`config.mk`:
```
export PLATFORM = sky130hd
export DESIGN_NAME = lc4_superscalar
export DESIGN_NICKNAME = d
export VERILOG_FILES = /design/src/hdl/lc4_pkg.sv /design/src/hdl/lc4_decoder.sv /design/src/hdl/lc4_exec_lane.sv /design/src/hdl/lc4_fetch_issue.sv /design/src/hdl/lc4_regfile_2w.sv /design/src/hdl/lc4_superscalar.sv
export SDC_FILE = /design/constraint.sdc
export NUM_CORES = 2
export LEC_CHECK = 0
export BUFFER_PORTS_ARGS = -buffer_cell sky130_fd_sc_hd__clkbuf_2
export CELL_PAD_IN_SITES_DETAIL_PLACEMENT = 1
export CELL_PAD_IN_SITES_GLOBAL_PLACEMENT = 1
export CORE_MARGIN = 2
export CORE_UTILIZATION = 37
export DETAILED_ROUTE_END_ITERATION = 10
export GPL_ROUTABILITY_DRIVEN = 0
export GPL_TIMING_DRIVEN = 0
export PLACE_DENSITY_LB_ADDON = 0.1
export SYNTH_ARGS = -nofsm -noshare
export SYNTH_HDL_FRONTEND = slang
export SYNTH_HIERARCHICAL = 1
export SYNTH_SLANG_ARGS = --single-unit
```
`constraint.sdc`:
```
create_clock -name gwe -period 21.3 [get_ports gwe]
set_input_delay 2.13 -clock gwe [delete_from_list [all_inputs] [get_ports gwe]]
set_output_delay 2.13 -clock gwe [all_outputs]
set_load 0.02 [all_outputs]
```
`src/hdl/lc4_pkg.sv`:
```
package lc4_pkg;

    // data path and PC width
    localparam int WORD_W = 16;
    // register select width, eight registers
    localparam int REG_W = 3;

    // LC4 major opcodes that the core decodes
    typedef enum logic [3:0] {
        OPC_BR      = 4'b0000,
        OPC_ARITH   = 4'b0001,
        OPC_LOGIC   = 4'b0101,
        OPC_CONST   = 4'b1001,
        OPC_HICONST = 4'b1101
    } lc4_opcode_e;

    // internal operation of one decoded instruction
    typedef enum logic [3:0] {
        OP_NOP,
        OP_ADD,
        OP_MUL,
        OP_SUB,
        OP_ADDI,
        OP_AND,
        OP_NOT,
        OP_OR,
        OP_XOR,
        OP_ANDI,
        OP_CONST,
        OP_HICONST
    } lc4_op_e;

    // retire stall codes, values follow the LC4 test outputs
    typedef enum logic [1:0] {
        STALL_NONE  = 2'd0,
        STALL_SUPER = 2'd1,
        STALL_RESET = 2'd2
    } stall_e;

    // one decoded instruction on its way through D and X
    typedef struct packed {
        stall_e             stall;
        logic [WORD_W-1:0]  insn;
        logic [WORD_W-1:0]  pc;
        lc4_op_e            op;
        logic [REG_W-1:0]   rs;
        logic [REG_W-1:0]   rt;
        logic [REG_W-1:0]   rd;
        logic               reads_rs;
        logic               reads_rt;
        logic               writes_rd;
        logic [WORD_W-1:0]  imm;
    } uop_t;

    // one register write
    typedef struct packed {
        logic               we;
        logic [REG_W-1:0]   wsel;
        logic [WORD_W-1:0]  data;
    } wb_t;

    // what a lane shows at W
    typedef struct packed {
        stall_e             stall;
        logic [WORD_W-1:0]  pc;
        logic [WORD_W-1:0]  insn;
        logic               we;
        logic [REG_W-1:0]   wsel;
        logic [WORD_W-1:0]  data;
    } retire_t;

endpackage

```
`src/hdl/lc4_decoder.sv`:
```
`timescale 1ns/1ns

module lc4_decoder (
    input  logic [lc4_pkg::WORD_W-1:0] i_insn,
    input  logic [lc4_pkg::WORD_W-1:0] i_pc,
    input  lc4_pkg::stall_e            i_stall,
    output lc4_pkg::uop_t              o_uop
);

    always_comb begin
        o_uop = '0;
        o_uop.stall = i_stall;
        o_uop.insn = i_insn;
        o_uop.pc = i_pc;
        o_uop.op = lc4_pkg::OP_NOP;
        o_uop.rd = i_insn[11:9];
        o_uop.rs = i_insn[8:6];
        o_uop.rt = i_insn[2:0];

        // bubbles carry no register use at all
        if (i_stall == lc4_pkg::STALL_NONE) begin
            case (i_insn[15:12])
                lc4_pkg::OPC_ARITH: begin
                    if (i_insn[5]) begin
                        o_uop.op = lc4_pkg::OP_ADDI;
                        o_uop.reads_rs = 1'b1;
                        o_uop.writes_rd = 1'b1;
                        o_uop.imm = {{11{i_insn[4]}}, i_insn[4:0]};
                    end else if (i_insn[4:3] != 2'b11) begin
                        // sub-opcode 011 is DIV, not supported here
                        o_uop.reads_rs = 1'b1;
                        o_uop.reads_rt = 1'b1;
                        o_uop.writes_rd = 1'b1;
                        case (i_insn[4:3])
                            2'b00:   o_uop.op = lc4_pkg::OP_ADD;
                            2'b01:   o_uop.op = lc4_pkg::OP_MUL;
                            default: o_uop.op = lc4_pkg::OP_SUB;
                        endcase
                    end
                end
                lc4_pkg::OPC_LOGIC: begin
                    o_uop.reads_rs = 1'b1;
                    o_uop.writes_rd = 1'b1;
                    if (i_insn[5]) begin
                        o_uop.op = lc4_pkg::OP_ANDI;
                        o_uop.imm = {{11{i_insn[4]}}, i_insn[4:0]};
                    end else begin
                        // NOT is the only one without a second operand
                        o_uop.reads_rt = (i_insn[4:3] != 2'b01);
                        case (i_insn[4:3])
                            2'b00:   o_uop.op = lc4_pkg::OP_AND;
                            2'b01:   o_uop.op = lc4_pkg::OP_NOT;
                            2'b10:   o_uop.op = lc4_pkg::OP_OR;
                            default: o_uop.op = lc4_pkg::OP_XOR;
                        endcase
                    end
                end
                lc4_pkg::OPC_CONST: begin
                    o_uop.op = lc4_pkg::OP_CONST;
                    o_uop.writes_rd = 1'b1;
                    o_uop.imm = {{7{i_insn[8]}}, i_insn[8:0]};
                end
                lc4_pkg::OPC_HICONST: begin
                    if (i_insn[8]) begin
                        // keeps the low byte of rd, so rd is also a source
                        o_uop.op = lc4_pkg::OP_HICONST;
                        o_uop.rs = i_insn[11:9];
                        o_uop.reads_rs = 1'b1;
                        o_uop.writes_rd = 1'b1;
                        o_uop.imm = {8'h00, i_insn[7:0]};
                    end
                end
                default: begin
                    o_uop.op = lc4_pkg::OP_NOP;
                end
            endcase
        end
    end

endmodule

```
`src/hdl/lc4_exec_lane.sv`:
```
`timescale 1ns/1ns

module lc4_exec_lane (
    input  logic                       gwe,
    input  logic                       i_arst_n,
    input  lc4_pkg::uop_t              i_uop,
    input  logic [lc4_pkg::WORD_W-1:0] i_rs,
    input  logic [lc4_pkg::WORD_W-1:0] i_rt,
    input  lc4_pkg::wb_t [1:0]         i_wb_all,
    output lc4_pkg::wb_t               o_wb,
    output lc4_pkg::retire_t           o_retire
);

    lc4_pkg::uop_t              x_uop_q;
    logic [lc4_pkg::WORD_W-1:0] x_rs_q;
    logic [lc4_pkg::WORD_W-1:0] x_rt_q;
    logic [lc4_pkg::WORD_W-1:0] rs_val;
    logic [lc4_pkg::WORD_W-1:0] rt_val;
    logic [lc4_pkg::WORD_W-1:0] alu_result;
    lc4_pkg::retire_t           w_q;

    // newest W result wins, lane B is younger than lane A
    function automatic logic [lc4_pkg::WORD_W-1:0] bypass(
        input logic                       used,
        input logic [lc4_pkg::REG_W-1:0]  sel,
        input logic [lc4_pkg::WORD_W-1:0] reg_val,
        input lc4_pkg::wb_t [1:0]         wb
    );
        logic [lc4_pkg::WORD_W-1:0] val;
        val = reg_val;
        if (used && wb[1].we && (wb[1].wsel == sel)) begin
            val = wb[1].data;
        end else if (used && wb[0].we && (wb[0].wsel == sel)) begin
            val = wb[0].data;
        end
        return val;
    endfunction

    always_ff @(posedge gwe or negedge i_arst_n) begin
        if (!i_arst_n) begin
            x_uop_q <= '0;
            x_uop_q.stall <= lc4_pkg::STALL_RESET;
        end else begin
            x_uop_q <= i_uop;
        end
    end

    always_ff @(posedge gwe) begin
        x_rs_q <= i_rs;
        x_rt_q <= i_rt;
    end

    assign rs_val = bypass(x_uop_q.reads_rs, x_uop_q.rs, x_rs_q, i_wb_all);
    assign rt_val = bypass(x_uop_q.reads_rt, x_uop_q.rt, x_rt_q, i_wb_all);

    always_comb begin
        case (x_uop_q.op)
            lc4_pkg::OP_ADD:     alu_result = rs_val + rt_val;
            lc4_pkg::OP_MUL:     alu_result = rs_val * rt_val;
            lc4_pkg::OP_SUB:     alu_result = rs_val - rt_val;
            lc4_pkg::OP_ADDI:    alu_result = rs_val + x_uop_q.imm;
            lc4_pkg::OP_AND:     alu_result = rs_val & rt_val;
            lc4_pkg::OP_NOT:     alu_result = ~rs_val;
            lc4_pkg::OP_OR:      alu_result = rs_val | rt_val;
            lc4_pkg::OP_XOR:     alu_result = rs_val ^ rt_val;
            lc4_pkg::OP_ANDI:    alu_result = rs_val & x_uop_q.imm;
            lc4_pkg::OP_CONST:   alu_result = x_uop_q.imm;
            // upper byte from the immediate, lower byte kept from rd
            lc4_pkg::OP_HICONST: alu_result = (rs_val & 16'h00ff) | {x_uop_q.imm[7:0], 8'h00};
            default:             alu_result = '0;
        endcase
    end

    always_ff @(posedge gwe or negedge i_arst_n) begin
        if (!i_arst_n) begin
            w_q <= '0;
            w_q.stall <= lc4_pkg::STALL_RESET;
        end else begin
            w_q.stall <= x_uop_q.stall;
            w_q.pc <= x_uop_q.pc;
            w_q.insn <= x_uop_q.insn;
            w_q.we <= x_uop_q.writes_rd;
            w_q.wsel <= x_uop_q.rd;
            w_q.data <= alu_result;
        end
    end

    assign o_wb.we = w_q.we;
    assign o_wb.wsel = w_q.wsel;
    assign o_wb.data = w_q.data;
    assign o_retire = w_q;

    // bubbles from reset or a split pair must never write a register
    a_bubble_no_write: assert property (@(posedge gwe) disable iff (!i_arst_n)
        (x_uop_q.stall != lc4_pkg::STALL_NONE) |-> !x_uop_q.writes_rd);

endmodule

```
`src/hdl/lc4_fetch_issue.sv`:
```
`timescale 1ns/1ns

module lc4_fetch_issue #(
    parameter logic [lc4_pkg::WORD_W-1:0] P_RESET_PC = 16'h8200
) (
    input  logic                                gwe,
    input  logic                                i_arst_n,
    input  logic [lc4_pkg::WORD_W-1:0]          i_insn_a,
    input  logic [lc4_pkg::WORD_W-1:0]          i_insn_b,
    output logic [lc4_pkg::WORD_W-1:0]          o_cur_pc,
    output logic [1:0][lc4_pkg::REG_W-1:0]      o_rs_sel,
    output logic [1:0][lc4_pkg::REG_W-1:0]      o_rt_sel,
    input  logic [1:0][lc4_pkg::WORD_W-1:0]     i_rs_data,
    input  logic [1:0][lc4_pkg::WORD_W-1:0]     i_rt_data,
    output lc4_pkg::uop_t [1:0]                 o_issue,
    output logic [1:0][lc4_pkg::WORD_W-1:0]     o_issue_rs,
    output logic [1:0][lc4_pkg::WORD_W-1:0]     o_issue_rt
);

    logic [lc4_pkg::WORD_W-1:0]      pc_q;
    logic [lc4_pkg::WORD_W-1:0]      pc_next;
    logic [lc4_pkg::WORD_W-1:0]      pc_plus1;
    logic [1:0][lc4_pkg::WORD_W-1:0] d_insn_q;
    logic [1:0][lc4_pkg::WORD_W-1:0] d_insn_next;
    logic [1:0][lc4_pkg::WORD_W-1:0] d_pc_q;
    logic [1:0][lc4_pkg::WORD_W-1:0] d_pc_next;
    lc4_pkg::stall_e                 d_stall_q [2];
    lc4_pkg::stall_e                 d_stall_next [2];
    lc4_pkg::uop_t                   uop_a;
    lc4_pkg::uop_t                   uop_b;
    logic                            b_needs_a;

    lc4_decoder i_decoder_a (
        .i_insn  (d_insn_q[0]),
        .i_pc    (d_pc_q[0]),
        .i_stall (d_stall_q[0]),
        .o_uop   (uop_a)
    );

    lc4_decoder i_decoder_b (
        .i_insn  (d_insn_q[1]),
        .i_pc    (d_pc_q[1]),
        .i_stall (d_stall_q[1]),
        .o_uop   (uop_b)
    );

    // lane B reads what lane A of the same pair writes
    assign b_needs_a = uop_a.writes_rd &&
                       ((uop_b.reads_rs && (uop_b.rs == uop_a.rd)) ||
                        (uop_b.reads_rt && (uop_b.rt == uop_a.rd)));

    assign o_cur_pc = pc_q;
    assign pc_plus1 = pc_q + 16'd1;

    // two register file read ports per slot
    assign o_rs_sel[0] = uop_a.rs;
    assign o_rt_sel[0] = uop_a.rt;
    assign o_rs_sel[1] = uop_b.rs;
    assign o_rt_sel[1] = uop_b.rt;
    assign o_issue_rs = i_rs_data;
    assign o_issue_rt = i_rt_data;

    always_comb begin
        o_issue[0] = uop_a;
        o_issue[1] = uop_b;
        if (b_needs_a) begin
            // held-back B leaves an empty slot in X lane B
            o_issue[1] = '0;
            o_issue[1].stall = lc4_pkg::STALL_SUPER;
            o_issue[1].op = lc4_pkg::OP_NOP;
        end
    end

    // steer the next D pair
    always_comb begin
        if (b_needs_a) begin
            d_insn_next[0] = d_insn_q[1];
            d_pc_next[0] = d_pc_q[1];
            d_stall_next[0] = d_stall_q[1];
            d_insn_next[1] = i_insn_a;
            d_pc_next[1] = pc_q;
            d_stall_next[1] = lc4_pkg::STALL_NONE;
            pc_next = pc_plus1;
        end else begin
            d_insn_next[0] = i_insn_a;
            d_pc_next[0] = pc_q;
            d_stall_next[0] = lc4_pkg::STALL_NONE;
            d_insn_next[1] = i_insn_b;
            d_pc_next[1] = pc_plus1;
            d_stall_next[1] = lc4_pkg::STALL_NONE;
            pc_next = pc_q + 16'd2;
        end
    end

    always_ff @(posedge gwe or negedge i_arst_n) begin
        if (!i_arst_n) begin
            pc_q <= P_RESET_PC;
            d_stall_q[0] <= lc4_pkg::STALL_RESET;
            d_stall_q[1] <= lc4_pkg::STALL_RESET;
        end else begin
            pc_q <= pc_next;
            d_stall_q <= d_stall_next;
        end
    end

    always_ff @(posedge gwe) begin
        d_insn_q <= d_insn_next;
        d_pc_q <= d_pc_next;
    end

    // an issued pair never carries a lane A to lane B dependence
    a_pair_indep: assert property (@(posedge gwe) disable iff (!i_arst_n)
        o_issue[0].writes_rd |->
            !((o_issue[1].reads_rs && (o_issue[1].rs == o_issue[0].rd)) ||
              (o_issue[1].reads_rt && (o_issue[1].rt == o_issue[0].rd))));

endmodule

```
`src/hdl/lc4_regfile_2w.sv`:
```
`timescale 1ns/1ns

module lc4_regfile_2w (
    input  logic                            gwe,
    input  logic                            i_arst_n,
    input  logic [1:0][lc4_pkg::REG_W-1:0]  i_rs_sel,
    input  logic [1:0][lc4_pkg::REG_W-1:0]  i_rt_sel,
    output logic [1:0][lc4_pkg::WORD_W-1:0] o_rs_data,
    output logic [1:0][lc4_pkg::WORD_W-1:0] o_rt_data,
    input  lc4_pkg::wb_t [1:0]              i_wb
);

    localparam int NUM_REGS = 1 << lc4_pkg::REG_W;

    logic [NUM_REGS-1:0][lc4_pkg::WORD_W-1:0] regs_q;

    // same-cycle write shows through, lane B ahead of lane A
    function automatic logic [lc4_pkg::WORD_W-1:0] read_port(
        input logic [lc4_pkg::REG_W-1:0]              sel,
        input logic [NUM_REGS-1:0][lc4_pkg::WORD_W-1:0] regs,
        input lc4_pkg::wb_t [1:0]                     wb
    );
        logic [lc4_pkg::WORD_W-1:0] val;
        val = regs[sel];
        if (wb[1].we && (wb[1].wsel == sel)) begin
            val = wb[1].data;
        end else if (wb[0].we && (wb[0].wsel == sel)) begin
            val = wb[0].data;
        end
        return val;
    endfunction

    always_ff @(posedge gwe or negedge i_arst_n) begin
        if (!i_arst_n) begin
            regs_q <= '0;
        end else begin
            if (i_wb[0].we) begin
                regs_q[i_wb[0].wsel] <= i_wb[0].data;
            end
            // later assignment, so lane B wins a shared destination
            if (i_wb[1].we) begin
                regs_q[i_wb[1].wsel] <= i_wb[1].data;
            end
        end
    end

    always_comb begin
        for (int port = 0; port < 2; port++) begin
            o_rs_data[port] = read_port(i_rs_sel[port], regs_q, i_wb);
            o_rt_data[port] = read_port(i_rt_sel[port], regs_q, i_wb);
        end
    end

endmodule

```
`src/hdl/lc4_superscalar.sv`:
```
`timescale 1ns/1ns

module lc4_superscalar #(
    parameter logic [lc4_pkg::WORD_W-1:0] P_RESET_PC = 16'h8200
) (
    input  logic                       gwe,
    input  logic                       i_arst_n,
    output logic [lc4_pkg::WORD_W-1:0] o_cur_pc,
    input  logic [lc4_pkg::WORD_W-1:0] i_insn_a,
    input  logic [lc4_pkg::WORD_W-1:0] i_insn_b,
    output lc4_pkg::retire_t [1:0]     o_retire
);

    logic [1:0][lc4_pkg::REG_W-1:0]  rs_sel;
    logic [1:0][lc4_pkg::REG_W-1:0]  rt_sel;
    logic [1:0][lc4_pkg::WORD_W-1:0] rs_data;
    logic [1:0][lc4_pkg::WORD_W-1:0] rt_data;
    logic [1:0][lc4_pkg::WORD_W-1:0] issue_rs;
    logic [1:0][lc4_pkg::WORD_W-1:0] issue_rt;
    lc4_pkg::uop_t [1:0]             issue;
    lc4_pkg::wb_t [1:0]              wb;

    lc4_fetch_issue #(
        .P_RESET_PC (P_RESET_PC)
    ) i_fetch_issue (
        .gwe        (gwe),
        .i_arst_n   (i_arst_n),
        .i_insn_a   (i_insn_a),
        .i_insn_b   (i_insn_b),
        .o_cur_pc   (o_cur_pc),
        .o_rs_sel   (rs_sel),
        .o_rt_sel   (rt_sel),
        .i_rs_data  (rs_data),
        .i_rt_data  (rt_data),
        .o_issue    (issue),
        .o_issue_rs (issue_rs),
        .o_issue_rt (issue_rt)
    );

    // lane 0 is A, lane 1 is B
    for (genvar lane = 0; lane < 2; lane++) begin : g_lane
        lc4_exec_lane i_lane (
            .gwe      (gwe),
            .i_arst_n (i_arst_n),
            .i_uop    (issue[lane]),
            .i_rs     (issue_rs[lane]),
            .i_rt     (issue_rt[lane]),
            .i_wb_all (wb),
            .o_wb     (wb[lane]),
            .o_retire (o_retire[lane])
        );
    end

    lc4_regfile_2w i_regfile (
        .gwe       (gwe),
        .i_arst_n  (i_arst_n),
        .i_rs_sel  (rs_sel),
        .i_rt_sel  (rt_sel),
        .o_rs_data (rs_data),
        .o_rt_data (rt_data),
        .i_wb      (wb)
    );

endmodule

```
==> impl_metrics.yaml <==
outcome:
  status: "finished, final reports clean"
clock_tree:
  cts_buffers: 60
  hold_buffers: 0
  post_cts_buffers: 0
  cts_htree_levels: 2
  cts_root_buf: "clkbuf_16"
  clockBufferDepth: 3
  clock_latency_ps: 670
  clkTransAtPathRegs_ps: 60
  cts_tree: "done"
  postCtsResizedCells: 0
  clock_sinks: 514
finish:
  drive_gt1_share_pct: 16.7
  antennaDiodeCount: 0
  stdcell_area_um2: 44400
  area_growth_pct: 12.1
  finalNetCount: 4727
setup_path:
  crit_fanout: 10
  arrival_ps: 10040
  crit_slowest_cell: "o41ai_1"
  worstSetupPathType: "reg2reg"
  r2r_cells: 26
  r2r-end: "g_lane[0].i_lane/o_retire[15]$_DFF_PN0_"
  critPathMaxStageDelay_ps: 1040
  timing.rr.start: "g_lane[1].i_lane/o_retire[16]$_DFF_PN0_"
  endpoint_kind: "flip-flop"
  r2r_setup_slack_ps: 11800
  cpMostUsedCell: "fa_1"
  startpoint_type: "flip-flop"
  crit_path_end: "g_lane[0].i_lane/o_retire[15]$_DFF_PN0_"
  worstPathRequired_ps: 21830
  crit_path_start: "g_lane[1].i_lane/o_retire[16]$_DFF_PN0_"
sta:
  rsz0062_at_grt: "false"
  post-route-period-util_pct: 44.6
  worst_pin_slew_ps: 1440
  hold_viol: 0
  slew_viol_final: 0
  max_freq_mhz: 105
  setup_violations: 0
  finClkSkew_ps: 27.7
  relSlewSlack_pct: 3.36
  min_period_ps: 9500
  hold_slack_ps: 342
  finalSetupTns_ps: 0
routing:
  dr.pass1.iters: 5
  vias: 31800
  drt_iter0_markers: 2502
  routed_wl_um: 151000
  drc_errors: 0
  routedWlPerCell_um: 26.0
  drtAntennaViolNets: 0
  viasPerCell: 5.48
synthesis:
  synthesis.area_um2: 39700
  ys_seq_area_share_pct: 30.8
  synth-edff-count: 0
  synth_compound_area_share_pct: 9.91
  synth_top_family_by_area: "multiplexers"
  ys_ff_latch: 514
  synth_warnings: 6
  synth_common_cells: "nand2_1, dfrtp_1, nor2_1, inv_1, mux2i_1"
  async_flop_share_pct: 75.1
  synthXorXnorAreaFrac_pct: 4.49
  synth_top_cell_by_area: "dfrtp_1"
  synthMostInstantiatedCell: "nand2_1"
  synth.top_cell.area_share_pct: 23.9
  synthAdderAreaFrac_pct: 14.1
  syn_area_per_cell_um2: 9.65
  synth-simple-area-share_pct: 13.8
  synthFlopType: "dfrtp_1"
  muxShareOfSynthArea_pct: 16.7
  syn_inst: 4111
  netlist_top_cells_area: "dfrtp_1, fa_1, dfxtp_1"
  ys_types: 98
pwr:
  finalPower_w: 0.00273
  vdd_drop_max_mv: 0.0760
  p_leak_nw: 21.2
  power_density_nw_per_um2: 61.5
min_path:
  hp-class: "reg2reg"
floorplanning:
  core_um2: 107000
  initial_core_util_pct: 37.1
  die_w_um: 331
  die_h_um: 331
  rows: 120
  die_area_um2: 110000
  num_io_pins: 158
grt:
  grt_pass1_wl_um: 224000
  first_global_vias: 33000
  grt-ovfl-total: 0
  grt_max_degree: 103
  track_usage_pct: 27.2
  antenna_found_initial: 2
placement:
  portBuffers: 157
  placed_cell_area_um2: 42300
  place_hpwl_um: 121000
job:
  cap_violations: 0
==> placed cells by master, fill, tap and decap left out, drive strengths merged, types with 82 or more instances in the layout <==
cell type,synthesis,final
a21oi,143,143
and2,82,82
buf,293,297
clkbuf,165,409
dfrtp,378,378
dfxtp,128,128
fa,162,162
ha,189,189
inv,311,314
mux2i,248,248
mux4,128,128
nand2,526,526
nor2,323,323
o21ai,281,281
xnor2,135,135
==> per-layer routing <==
metal	routed length (um)	share of wire [%]	GRT usage, %
met1	69000	46	38.2
met2	70700	47	45.1
met3	7470	5.0	2.89
met4	3620	2.4	6.51
met5	27	0.018	0
==> per-stage QoR <==
| step | std cells | util (%) | setup slack (ps) |
|---|---|---|---|
| after floorplan | 4119 | - | 13860 |
| after global placement | 5679 | 39.6 | 8790 |
| after detailed placement | 5683 | 39.7 | 11940 |
| after CTS | 5797 | 41.6 | 11880 |
| after global routing | 5797 | 41.6 | 11430 |
| final | 5797 | 41.6 | 11800 |
==> logic make-up (layout without fill, tap and decap cells) <==
group,after synthesis,in the layout
other,1,9
buffers and inverters,777,1052
muxes,457,457
and+or+nand+nor,1184,1184
AOI/OAI and AO/OA,637,637
DFF,514,514
adders and majority gates,351,351
xor gates and xnor gates,190,190
==> area by class of cell <==
| class | count | area, um^2 |
|---|---|---|
| buffer | 458 | 2800 |
| clock buffer | 87 | 1760 |
| clock inverter | 27 | 334 |
| fill | 12200 | 62300 |
| inverter | 319 | 1200 |
| multi-input combinational | 2828 | 23500 |
| sequential | 514 | 12200 |
| tap | 1403 | 1760 |
| timing repair buffer | 161 | 905 |
==> critical path, delay by kind of cell (launching register included) <==
family / cells / cell delay (ps)
adders and majority gates: 7 / 3210
AOI/OAI and AO/OA: 5 / 2220
buffers and inverters: 8 / 1790
and+or+nand+nor: 4 / 1320
xor gates and xnor gates: 2 / 420
DFF: 1 / 380
==> power by group <==
part	total, W	leakage, nW	switching [W]	internal [W]
Combinational	0.000529	14.1	0.000319	0.000210
Clock	0.00109	1.02	0.000450	0.000636
Sequential	0.00112	6.05	0.0000611	0.00105
==> worst min path at each step <==
stage / from / endpoint / slack [ps] / depth (start not counted)
4_1_cts: g_lane[0].i_lane/x_uop_q[64]$_DFF_PN0_ / g_lane[0].i_lane/o_retire[52]$_DFF_PN0_ / 340 / 0
3_3_place_gp: g_lane[0].i_lane/x_uop_q[39]$_DFF_PN0_ / g_lane[0].i_lane/o_retire[43]$_DFF_PN0_ / 330 / 0
5_1_grt: g_lane[0].i_lane/x_uop_q[59]$_DFF_PN0_ / g_lane[0].i_lane/o_retire[31]$_DFF_PN0_ / 350 / 0
2_1_floorplan: g_lane[0].i_lane/x_uop_q[19]$_DFF_PN0_ / g_lane[0].i_lane/o_retire[16]$_DFF_PN0_ / 330 / 0
6_report: g_lane[0].i_lane/x_uop_q[16]$_DFF_PN0_ / g_lane[0].i_lane/o_retire[19]$_DFF_PN0_ / 340 / 0
3_5_place_dp: g_lane[0].i_lane/x_uop_q[37]$_DFF_PN0_ / g_lane[0].i_lane/o_retire[41]$_DFF_PN0_ / 340 / 0
==> sequential cells by signal, summed over array words and instances (netlist names) <==
name                     flops
g_lane.i_lane/x_rt_q        32
i_fetch_issue/d_stall_q      2
i_regfile/regs_q           128
i_fetch_issue/d_pc_q        32
i_fetch_issue/o_cur_pc      16
g_lane.i_lane/x_rs_q        32
g_lane.i_lane/o_retire     108
i_fetch_issue/d_insn_q      32
g_lane.i_lane/x_uop_q      132
Note: power is estimated with default switching activity, not from simulation.
